===== src/source/buffer_access_pkg.sv =====
/* Buffer access: opcodes of the fill and drain sides
   and the event passed from the fill side to the drain side */

package buffer_access_pkg;

  // ********************************************************
  // Fill side opcodes
  // ********************************************************

  // Decoded from store, flush and clear strobes
  // Flush and clear share one opcode, both empty the store
  typedef enum logic [1:0] {
    FILL_IDLE     = 2'd0,
    FILL_STORE_RX = 2'd1,
    FILL_STORE_TX = 2'd2,
    FILL_EMPTY    = 2'd3
  } fill_op_t;

  // ********************************************************
  // Drain side opcodes
  // ********************************************************

  // Decoded from the get strobes
  // get_rx_data beats get_tx_packet
  typedef enum logic [1:0] {
    DRAIN_IDLE   = 2'd0,
    DRAIN_GET_RX = 2'd1,
    DRAIN_GET_TX = 2'd2
  } drain_op_t;

  // ********************************************************
  // Fill to drain event
  // ********************************************************

  // What the fill side did this cycle
  // pushed   byte accepted into a bank
  // from_tx  accepted byte came from the bus slave side
  // emptied  flush or clear takes effect at this edge
  typedef struct packed {
    logic pushed;
    logic from_tx;
    logic emptied;
  } fill_event_t;

endpackage


===== src/source/buffer_geometry_pkg.sv =====
/* Buffer geometry: sizes, pointer and occupancy types,
   and the bank write bundle for the banked 64-byte endpoint store */

package buffer_geometry_pkg;

  // ********************************************************
  // Sizes
  // ********************************************************

  // One byte per entry
  localparam int DATA_WIDTH = 8;
  // Total capacity in bytes
  localparam int BUFFER_DEPTH = 64;
  // Interleaved banks, consecutive bytes rotate across them
  localparam int NUM_BANKS = 4;
  localparam int BANK_DEPTH = BUFFER_DEPTH / NUM_BANKS;

  // Derived widths
  localparam int PTR_WIDTH = $clog2(BUFFER_DEPTH);
  localparam int BANK_SEL_WIDTH = $clog2(NUM_BANKS);
  localparam int BANK_ADDR_WIDTH = $clog2(BANK_DEPTH);
  // One extra bit so that 64 fits
  localparam int OCC_WIDTH = $clog2(BUFFER_DEPTH) + 1;

  // ********************************************************
  // Types
  // ********************************************************

  typedef logic [DATA_WIDTH-1:0] data_byte_t;
  // Low bits pick the bank, high bits the row inside it
  typedef logic [PTR_WIDTH-1:0] buffer_ptr_t;
  typedef logic [BANK_SEL_WIDTH-1:0] bank_sel_t;
  typedef logic [BANK_ADDR_WIDTH-1:0] bank_addr_t;
  typedef logic [OCC_WIDTH-1:0] occupancy_t;

  // Write port of one bank
  typedef struct packed {
    logic       en;
    bank_addr_t addr;
    data_byte_t data;
  } bank_write_t;

endpackage


===== src/source/buffer_bank.sv =====
/* One 16-byte storage bank of the endpoint buffer,
   written on the clock edge, read without a clock */

`timescale 1ns/1ps

module buffer_bank (
  input  logic                             tb_clk,
  input  buffer_geometry_pkg::bank_write_t wr,
  input  buffer_geometry_pkg::bank_addr_t  rd_addr,
  output buffer_geometry_pkg::data_byte_t  rd_data
);

  // ********************************************************
  // Storage
  // ********************************************************

  // Row array, one byte per row
  // Every fourth byte of the stream lands here
  buffer_geometry_pkg::data_byte_t mem [buffer_geometry_pkg::BANK_DEPTH];

  // ********************************************************
  // Write port
  // ********************************************************

  // Enable already qualified by the fill side
  // (bank select and full test both folded in)
  always_ff @(posedge tb_clk) begin
    if (wr.en) begin
      mem[wr.addr] <= wr.data;
    end
  end

  // ********************************************************
  // Read port
  // ********************************************************

  // Combinational read
  // Drain side needs the head byte in the get cycle itself
  // Row address is shared by all banks, the drain side
  // picks which bank output it actually uses
  assign rd_data = mem[rd_addr];

endmodule


===== src/source/buffer_drain_ctrl.sv =====
/* Drain control: decodes the get strobes, keeps the read pointer
   and occupancy count, and steers the head byte to its output */

`timescale 1ns/1ps

module buffer_drain_ctrl (
  input  logic                            tb_clk,
  input  logic                            reset,
  input  logic                            get_rx_data,
  input  logic                            get_tx_packet,
  input  buffer_access_pkg::fill_event_t  fill_event,
  input  buffer_geometry_pkg::data_byte_t bank_rd_data [buffer_geometry_pkg::NUM_BANKS],
  output buffer_geometry_pkg::bank_addr_t bank_rd_addr,
  output buffer_geometry_pkg::data_byte_t rx_data,
  output buffer_geometry_pkg::data_byte_t tx_packet_data,
  output buffer_geometry_pkg::occupancy_t buffer_occupancy
);

  localparam int SEL_W = buffer_geometry_pkg::BANK_SEL_WIDTH;
  localparam int PTR_W = buffer_geometry_pkg::PTR_WIDTH;

  buffer_access_pkg::drain_op_t      drain_op;
  buffer_geometry_pkg::buffer_ptr_t  rd_ptr;
  buffer_geometry_pkg::occupancy_t   occ_count;
  buffer_geometry_pkg::data_byte_t   head_byte;
  logic                              is_empty;
  logic                              pop_ok;

  // ********************************************************
  // Get decode
  // ********************************************************

  // RX side wins a tie
  always_comb begin
    if (get_rx_data) begin
      drain_op = buffer_access_pkg::DRAIN_GET_RX;
    end else if (get_tx_packet) begin
      drain_op = buffer_access_pkg::DRAIN_GET_TX;
    end else begin
      drain_op = buffer_access_pkg::DRAIN_IDLE;
    end
  end

  // Empty test on this side only
  assign is_empty = (occ_count == '0);
  // Get during flush/clear is dropped as well
  assign pop_ok = (drain_op != buffer_access_pkg::DRAIN_IDLE) && !is_empty &&
                  !fill_event.emptied;

  // ********************************************************
  // Head byte and outputs
  // ********************************************************

  // Row to every bank, low bits choose the bank
  assign bank_rd_addr = rd_ptr[PTR_W-1:SEL_W];
  assign head_byte    = bank_rd_data[rd_ptr[SEL_W-1:0]];

  // Loser output stays at zero
  assign rx_data        = (pop_ok && (drain_op == buffer_access_pkg::DRAIN_GET_RX)) ?
                          head_byte : '0;
  assign tx_packet_data = (pop_ok && (drain_op == buffer_access_pkg::DRAIN_GET_TX)) ?
                          head_byte : '0;

  // ********************************************************
  // Read pointer and occupancy
  // ********************************************************

  always_ff @(posedge tb_clk) begin
    if (reset || fill_event.emptied) begin
      rd_ptr    <= '0;
      occ_count <= '0;
    end else begin
      if (pop_ok) begin
        rd_ptr <= rd_ptr + buffer_geometry_pkg::buffer_ptr_t'(1);
      end
      // Push and pop together cancel out
      case ({fill_event.pushed, pop_ok})
        2'b10:   occ_count <= occ_count + buffer_geometry_pkg::occupancy_t'(1);
        2'b01:   occ_count <= occ_count - buffer_geometry_pkg::occupancy_t'(1);
        default: occ_count <= occ_count;
      endcase
    end
  end

  assign buffer_occupancy = occ_count;

endmodule


===== src/source/buffer_fill_ctrl.sv =====
/* Fill control: decodes store, flush and clear strobes,
   keeps the write pointer and steers each byte to its bank */

`timescale 1ns/1ps

module buffer_fill_ctrl (
  input  logic                             tb_clk,
  input  logic                             reset,
  input  logic                             store_rx_packet,
  input  logic                             store_tx_data,
  input  buffer_geometry_pkg::data_byte_t  rx_packet_data,
  input  buffer_geometry_pkg::data_byte_t  tx_data,
  input  logic                             flush,
  input  logic                             clear,
  input  buffer_geometry_pkg::occupancy_t  occupancy,
  output buffer_geometry_pkg::bank_write_t bank_wr [buffer_geometry_pkg::NUM_BANKS],
  output buffer_access_pkg::fill_event_t   fill_event
);

  localparam int SEL_W = buffer_geometry_pkg::BANK_SEL_WIDTH;
  localparam int PTR_W = buffer_geometry_pkg::PTR_WIDTH;

  buffer_access_pkg::fill_op_t       fill_op;
  buffer_geometry_pkg::data_byte_t   wr_byte;
  buffer_geometry_pkg::buffer_ptr_t  wr_ptr;
  buffer_geometry_pkg::bank_sel_t    wr_bank;
  buffer_geometry_pkg::bank_addr_t   wr_row;
  logic                              is_full;
  logic                              push_ok;

  // ********************************************************
  // Strobe decode
  // ********************************************************

  // Emptying first, then USB receiver, then bus slave
  always_comb begin
    if (flush || clear) begin
      fill_op = buffer_access_pkg::FILL_EMPTY;
    end else if (store_rx_packet) begin
      fill_op = buffer_access_pkg::FILL_STORE_RX;
    end else if (store_tx_data) begin
      fill_op = buffer_access_pkg::FILL_STORE_TX;
    end else begin
      fill_op = buffer_access_pkg::FILL_IDLE;
    end
  end

  // Byte from the winning source
  always_comb begin
    case (fill_op)
      buffer_access_pkg::FILL_STORE_RX: wr_byte = rx_packet_data;
      buffer_access_pkg::FILL_STORE_TX: wr_byte = tx_data;
      default:                          wr_byte = '0;
    endcase
  end

  // Full test lives here only, drain side never sees it
  assign is_full = (occupancy >= buffer_geometry_pkg::occupancy_t'(
                    buffer_geometry_pkg::BUFFER_DEPTH));

  // Store into a full buffer is simply dropped
  assign push_ok = ((fill_op == buffer_access_pkg::FILL_STORE_RX) ||
                    (fill_op == buffer_access_pkg::FILL_STORE_TX)) && !is_full;

  // ********************************************************
  // Bank steering
  // ********************************************************

  // Pointer split into bank select and row
  assign wr_bank = wr_ptr[SEL_W-1:0];
  assign wr_row  = wr_ptr[PTR_W-1:SEL_W];

  // Only the selected bank sees an enable
  always_comb begin
    for (int b = 0; b < buffer_geometry_pkg::NUM_BANKS; b++) begin
      bank_wr[b].en   = push_ok && (wr_bank == buffer_geometry_pkg::bank_sel_t'(b));
      bank_wr[b].addr = wr_row;
      bank_wr[b].data = wr_byte;
    end
  end

  // Event to the drain side, same cycle
  assign fill_event.pushed  = push_ok;
  assign fill_event.from_tx = push_ok && (fill_op == buffer_access_pkg::FILL_STORE_TX);
  assign fill_event.emptied = (fill_op == buffer_access_pkg::FILL_EMPTY);

  // ********************************************************
  // Write pointer
  // ********************************************************

  // Wraps at 64 on its own, pointer is exactly 6 bits
  always_ff @(posedge tb_clk) begin
    if (reset) begin
      wr_ptr <= '0;
    end else if (fill_event.emptied) begin
      wr_ptr <= '0;
    end else if (push_ok) begin
      wr_ptr <= wr_ptr + buffer_geometry_pkg::buffer_ptr_t'(1);
    end
  end

endmodule


===== src/source/data_buffer.sv =====
/* Shared USB endpoint byte buffer: fill control, four interleaved
   banks and drain control around one 64-byte FIFO store */

`timescale 1ns/1ps

module data_buffer (
  input  logic                            tb_clk,
  input  logic                            reset,
  // Fill strobes
  input  logic                            store_rx_packet,
  input  logic                            store_tx_data,
  // Drain strobes
  input  logic                            get_rx_data,
  input  logic                            get_tx_packet,
  // Incoming bytes, USB receiver and bus slave
  input  buffer_geometry_pkg::data_byte_t rx_packet_data,
  input  buffer_geometry_pkg::data_byte_t tx_data,
  // Emptying strobes
  input  logic                            flush,
  input  logic                            clear,
  // Outgoing bytes, bus slave and USB transmitter
  output buffer_geometry_pkg::data_byte_t rx_data,
  output buffer_geometry_pkg::data_byte_t tx_packet_data,
  output buffer_geometry_pkg::occupancy_t buffer_occupancy
);

  // ********************************************************
  // Internal wiring
  // ********************************************************

  // Per bank write ports from the fill side
  buffer_geometry_pkg::bank_write_t bank_wr [buffer_geometry_pkg::NUM_BANKS];
  // Per bank read data to the drain side
  buffer_geometry_pkg::data_byte_t  bank_rd_data [buffer_geometry_pkg::NUM_BANKS];
  // Shared read row
  buffer_geometry_pkg::bank_addr_t  bank_rd_addr;
  // Push and empty events, fill to drain
  buffer_access_pkg::fill_event_t   fill_event;

  // ********************************************************
  // Fill side
  // ********************************************************

  // Occupancy fed back for the full test
  buffer_fill_ctrl u_fill_ctrl (
    .tb_clk          (tb_clk),
    .reset           (reset),
    .store_rx_packet (store_rx_packet),
    .store_tx_data   (store_tx_data),
    .rx_packet_data  (rx_packet_data),
    .tx_data         (tx_data),
    .flush           (flush),
    .clear           (clear),
    .occupancy       (buffer_occupancy),
    .bank_wr         (bank_wr),
    .fill_event      (fill_event)
  );

  // ********************************************************
  // Storage banks
  // ********************************************************

  // byte n of the stream goes to bank n mod 4
  for (genvar b = 0; b < buffer_geometry_pkg::NUM_BANKS; b++) begin : g_bank
    buffer_bank u_bank (
      .tb_clk  (tb_clk),
      .wr      (bank_wr[b]),
      .rd_addr (bank_rd_addr),
      .rd_data (bank_rd_data[b])
    );
  end

  // ********************************************************
  // Drain side
  // ********************************************************

  // Owns the occupancy count
  buffer_drain_ctrl u_drain_ctrl (
    .tb_clk           (tb_clk),
    .reset            (reset),
    .get_rx_data      (get_rx_data),
    .get_tx_packet    (get_tx_packet),
    .fill_event       (fill_event),
    .bank_rd_data     (bank_rd_data),
    .bank_rd_addr     (bank_rd_addr),
    .rx_data          (rx_data),
    .tx_packet_data   (tx_packet_data),
    .buffer_occupancy (buffer_occupancy)
  );

endmodule


===== config.mk =====
export PLATFORM = sky130hd
export DESIGN_NAME = data_buffer
export DESIGN_NICKNAME = d
export VERILOG_FILES = /design/src/source/buffer_access_pkg.sv /design/src/source/buffer_geometry_pkg.sv /design/src/source/buffer_bank.sv /design/src/source/buffer_drain_ctrl.sv /design/src/source/buffer_fill_ctrl.sv /design/src/source/data_buffer.sv
export SDC_FILE = /design/constraint.sdc
export NUM_CORES = 1
export LEC_CHECK = 0
export BUFFER_PORTS_ARGS = -buffer_cell sky130_fd_sc_hd__buf_2
export CAP_MARGIN = 15
export CORE_ASPECT_RATIO = 0.6
export CORE_MARGIN = 10
export CORE_UTILIZATION = 60
export DETAILED_ROUTE_END_ITERATION = 10
export PLACE_DENSITY = 0.74
export SLEW_MARGIN = 20
export SYNTH_ARGS = -nofsm -noshare
export SYNTH_HDL_FRONTEND = slang
export SYNTH_HIERARCHICAL = 1
export SYNTH_SLANG_ARGS = --single-unit

===== constraint.sdc =====
create_clock -name tb_clk -period 3.6 [get_ports tb_clk]
set_input_delay 0.36 -clock tb_clk [delete_from_list [all_inputs] [get_ports tb_clk]]
set_output_delay 0.36 -clock tb_clk [all_outputs]
set_load 0.05 [all_outputs]

Word level (Yosys, flattened, before mapping). Memories as Yosys holds them, arrays and structs flattened. A register that Yosys moved wholly into a read port is not among the register bits. Index checks and enable logic that the tools add are counted.

Register bits after elaboration: 19. RAM bits: 512. Input port bits: 24. Output and inout bits: 23. Logic and storage cells: 72. Memories kept: 4.

Memories: g_bank[0].u_bank.mem (depth 16, bits a word 8, rd ports 1, clocked after Yosys merged registers in 1, write ports 1, line buffer_bank.sv:19) `buffer_geometry_pkg::data_byte_t mem [buffer_geometry_pkg::BANK_DEPTH];`; g_bank[1].u_bank.mem (depth 16, bits a word 8, rd ports 1, clocked after Yosys merged registers in 1, write ports 1, line buffer_bank.sv:19); g_bank[2].u_bank.mem (depth 16, bits a word 8, rd ports 1, clocked after Yosys merged registers in 1, write ports 1, line buffer_bank.sv:19); g_bank[3].u_bank.mem (depth 16, bits a word 8, rd ports 1, clocked after Yosys merged registers in 1, write ports 1, line buffer_bank.sv:19).

Add/subtract/negate cells: 4. Order comparisons: 2. Eq/ne operators: 10. Multiplexer cells: 28. Bitwise logic cells: 1. Reduce and logical (&&, ||, !) cells: 20.

Operators by type and width (number): 4-bit two-way mux (8); 8-bit two-way mux (4); 8-bit binary-select mux with 2-bit select (1); 8-bit case mux with 2 select lines (1); 7-bit case mux with 2 select lines (1); 6-bit by 1-bit adder with 6-bit output (second input constant) (2); 2-bit == test (second input constant) (6); 2-bit two-way mux (5); 1-bit logical AND (9); 2-bit by 1-bit == test with 1-bit output (second input constant) (4); 1-bit two-way mux (8); 7-bit by 1-bit adder with 7-bit output (second input constant) (1); 7-bit greater-or-equal comparator (second input constant) (1); 7-bit zero test (1); 7-bit by 1-bit subtractor with 7-bit output (second input constant) (1); 2-bit nonzero test (2); 3-bit greater-or-equal comparator (second input constant) (1); 1-bit zero test (3); 1-bit logical OR (3); 2-bit inverter with 3-bit output (1); 2-bit zero test (1); 2-bit OR reduction (1).

Logic depth before layout (Yosys ltp).
Word-level depth: 9. Mapped depth: 12. Gate-level depth less buffers: 11.

Hierarchy. The synthesis kept the hierarchy.

Modules (own cells, without submodules): buffer_bank (instances 4, cells an instance 221, area an instance 4987.3 µm², sequential area each 3843.7 µm²); buffer_drain_ctrl (instances 1, cells an instance 133, area an instance 1203.7 µm², sequential area each 260.2 µm²); buffer_fill_ctrl (instances 1, cells an instance 109, area an instance 838.3 µm², sequential area each 120.1 µm²).

Worst setup path before layout. OpenSTA, ideal clock, no wires.

Path type: in2reg. Start point: input clear. End point: memory g_bank[3].u_bank/mem[0][0] in the netlist's numbering (enable). Library setup time: 0.383 ns. Data arrival time: 2.531 ns. Required time: 3.217 ns. Path slack: 0.686 ns. Stages: 6. Path buffers: 1. Cells stage by stage: nor3_1 ha_1 buf_2 nor3b_2 or3b_2 nor3_1.

RTL lines: start, declared (line data_buffer.sv:20) `input logic clear,`; end, declared (line buffer_bank.sv:19).

==> impl_metrics.json <==
{
  "status": "finished clean",
  "worstSetupStartpointType": "register",
  "place_congestion": 0.884,
  "grt_usage_pct": 22.5,
  "dpl_worst_slack_ns": 0.248,
  "nNetsFinal": 1264,
  "start_util_pct": 60.7,
  "rsz0062_at_grt": "true",
  "endpoint_kind": "output port",
  "drcViolationCount": 0,
  "cts_buffers": 46,
  "timing.final.max_slew_violations": 0,
  "fill_cells": 2261,
  "hp-start": "reset",
  "die-height_um": 168,
  "fmax_mhz": 278,
  "grt_remaining_overflow": 0,
  "holdCritPathClass": "input pin to register",
  "synth_area_per_cell_um2": 19.5,
  "first_iter_violations": 1667,
  "instances_no_fill": 1733,
  "drt-total-wl_um": 50300,
  "r2r-start": "u_drain_ctrl/buffer_occupancy[3]$_SDFFE_PP0P_",
  "syn2layout_area_growth_pct": 12.4,
  "clock-sinks": 531,
  "route.vias.total": 11430,
  "ff2ff_setup_slack_ns": 0.61,
  "power_density_nw_per_um2": 476,
  "clk_latency_ns": 0.56,
  "die_area_um2": 44900,
  "vias_per_cell": 6.60,
  "fin_ws_ns": 0.00621,
  "crit_type": "register to output port",
  "ant_nets": 0,
  "max_stage_delay_ns": 0.57,
  "htreeDepth": 2,
  "route.detailed.wl_per_inst_um": 29.0,
  "finalClockSkew_ns": 0.0215,
  "grt_pass1_wl_um": 74900,
  "cp.arrival_ns": 3.23,
  "crit_buf_inv": 3,
  "crit_path_max_fanout": 10,
  "hpwl_um": 32000,
  "postCtsHoldBufs": 0,
  "drtPass1Iterations": 5,
  "drive_gt1_share_pct": 29.3,
  "finalCritPeriodShare_pct": 99.8,
  "critical_path.cell_chain": "buf_6, buf_8, mux4_2, a22oi_1, nand2_1, mux4_2, and3_1, clkbuf_4",
  "antenna_found_initial": 1,
  "io_buffer_count": 46,
  "std_cell_rows": 54,
  "cts_root_buffer": "clkbuf_16",
  "synthesis.area_um2": 22000,
  "antenna_cells": 0,
  "r2r_cells": 8,
  "crit_family": "multiplexers",
  "relSlewSlack_pct": 42.9,
  "tightest_slew_ns": 0.856,
  "r2r-end": "u_drain_ctrl/buffer_occupancy[6]$_SDFFE_PP0P_",
  "cts_tree": "yes",
  "cp_slowest_cell": "mux4_2",
  "setup_viol": 0,
  "die_w_um": 267,
  "first_global_vias": 10917,
  "period_needed_ns": 3.59,
  "synth_cells": 1125,
  "whs_endpoint": "u_drain_ctrl/rd_ptr[5]$_SDFFE_PP0N_",
  "ioPinCount": 47,
  "timing.hold.ws_ns": 0.208,
  "hold_violations": 0,
  "cp.required_ns": 3.24,
  "dp_cells": 1644,
  "clock_path_buffers": 3,
  "path_clk_slew_ns": 0.07,
  "core_um2": 36200,
  "critPathMostFrequentCell": "mux4_2",
  "maxCapViolCount": 0,
  "ys_warn_count": 6,
  "holdPathStages": 3,
  "ir_drop_v": 0.000389,
  "syn_nets": 1164,
  "p_leak_uw": 0.00659,
  "grt_max_degree": 65
}
[final cells by class]
| cell class | instances | area (um^2) | share of cell area [%] |
|---|---|---|---|
| Clock buffer | 64 | 1310 | 5.31 |
| Clock inverter | 16 | 125 | 0.506 |
| Inverter | 11 | 41.3 | 0.167 |
| Multi-Input combinational cell | 490 | 5660 | 22.9 |
| Sequential cell | 531 | 15800 | 63.8 |
| Tap cell | 476 | 596 | 2.41 |
| Timing Repair Buffer | 145 | 1220 | 4.92 |
[worst reg2reg max path: cells and delay by family, from the launching register on]
kind / cells / cell delay [ns]
fa+ha+maj: 2 / 0.86
simple gates: 2 / 0.57
flops: 1 / 0.38
compound gates: 4 / 1.10
[flip-flops by register name, summed over array words and instances, names as in the netlist]
name                           cells
g_bank.u_bank/mem                512
u_drain_ctrl/buffer_occupancy      7
u_drain_ctrl/rd_ptr                6
u_fill_ctrl/wr_ptr                 6
[metrics by stage]
stage	util, %	instance area, um^2	power, uW	setup TNS [ns]
after floorplan	-	22000	7000	0
after global placement	63.3	22900	7090	0
after detailed placement	63.3	22900	7100	0
after CTS	67.7	24500	11800	-0.00905
after global routing	68.3	24700	12100	-0.146
final	68.3	24700	11800	0
[layer usage]
| layer | vias up | routed length (um) | track usage, % |
|---|---|---|---|
| met5 | - | 0 | 0 |
| met4 | 0 | 765 | 4.58 |
| met3 | 66 | 5820 | 4.28 |
| met2 | 699 | 21700 | 31.2 |
| met1 | 5878 | 22100 | 36.5 |
| li1 | 4787 | - | - |
[layout by cell type, fill, tap and decap left out, types with 3 or more instances in the layout]
cell	count
and2b_1	4
a21oi_1	11
dfxtp_1	15
nand2_1	43
nor2_1	68
edfxtp_1	512
a22oi_1	37
nand3_1	7
buf_12	10
a21o_1	4
clkinv_2	6
clkbuf_4	4
xnor2_1	6
nor3_1	20
clkbuf_16	49
ha_1	14
mux4_2	95
or3b_2	4
or3_1	5
clkinv_1	7
o21ai_0	5
and3_1	9
clkbuf_8	3
buf_16	3
xor2_1	3
mux2i_1	4
nand2b_1	8
a22oi_2	35
inv_1	10
and2_1	14
nand3b_1	8
nor2b_2	3
nor2_4	8
buf_2	40
mux4_1	41
buf_4	84
clkbuf_1	12
[how the worst max path moves through the flow]
stage                                                   start                                             to  cells past startpoint
after detailed placement                                clear  u_drain_ctrl/buffer_occupancy[6]$_SDFFE_PP0P_                     11
final                     u_drain_ctrl/rd_ptr[2]$_SDFFE_PP0N_                                     rx_data[7]                      8
after global routing      u_drain_ctrl/rd_ptr[2]$_SDFFE_PP0N_                                     rx_data[4]                      9
after CTS                 u_drain_ctrl/rd_ptr[2]$_SDFFE_PP0N_                                     rx_data[5]                      8
after floorplan                                         clear           g_bank[3].u_bank/mem[0][0]$_DFFE_PP_                      6
after global placement    u_drain_ctrl/rd_ptr[2]$_SDFFE_PP0N_                                     rx_data[1]                      7
[repair_timing]
action                                  in CTS  in global routing
pin swaps                                    0                  8
hold endpoints to repair                     0                  0
gates resized for setup                     22                 65
cloned                                       2                  0
buffers inserted                             3                  4
endpoints found under the setup margin      16                 16
[power breakdown]
group	internal [uW]	switching, uW	total [uW]
combinational	74.1	157	231
sequential	6730	5.68	6730
clock	2680	2130	4810
total	9480	2300	11800
Note: power is estimated with default switching activity, not from simulation.
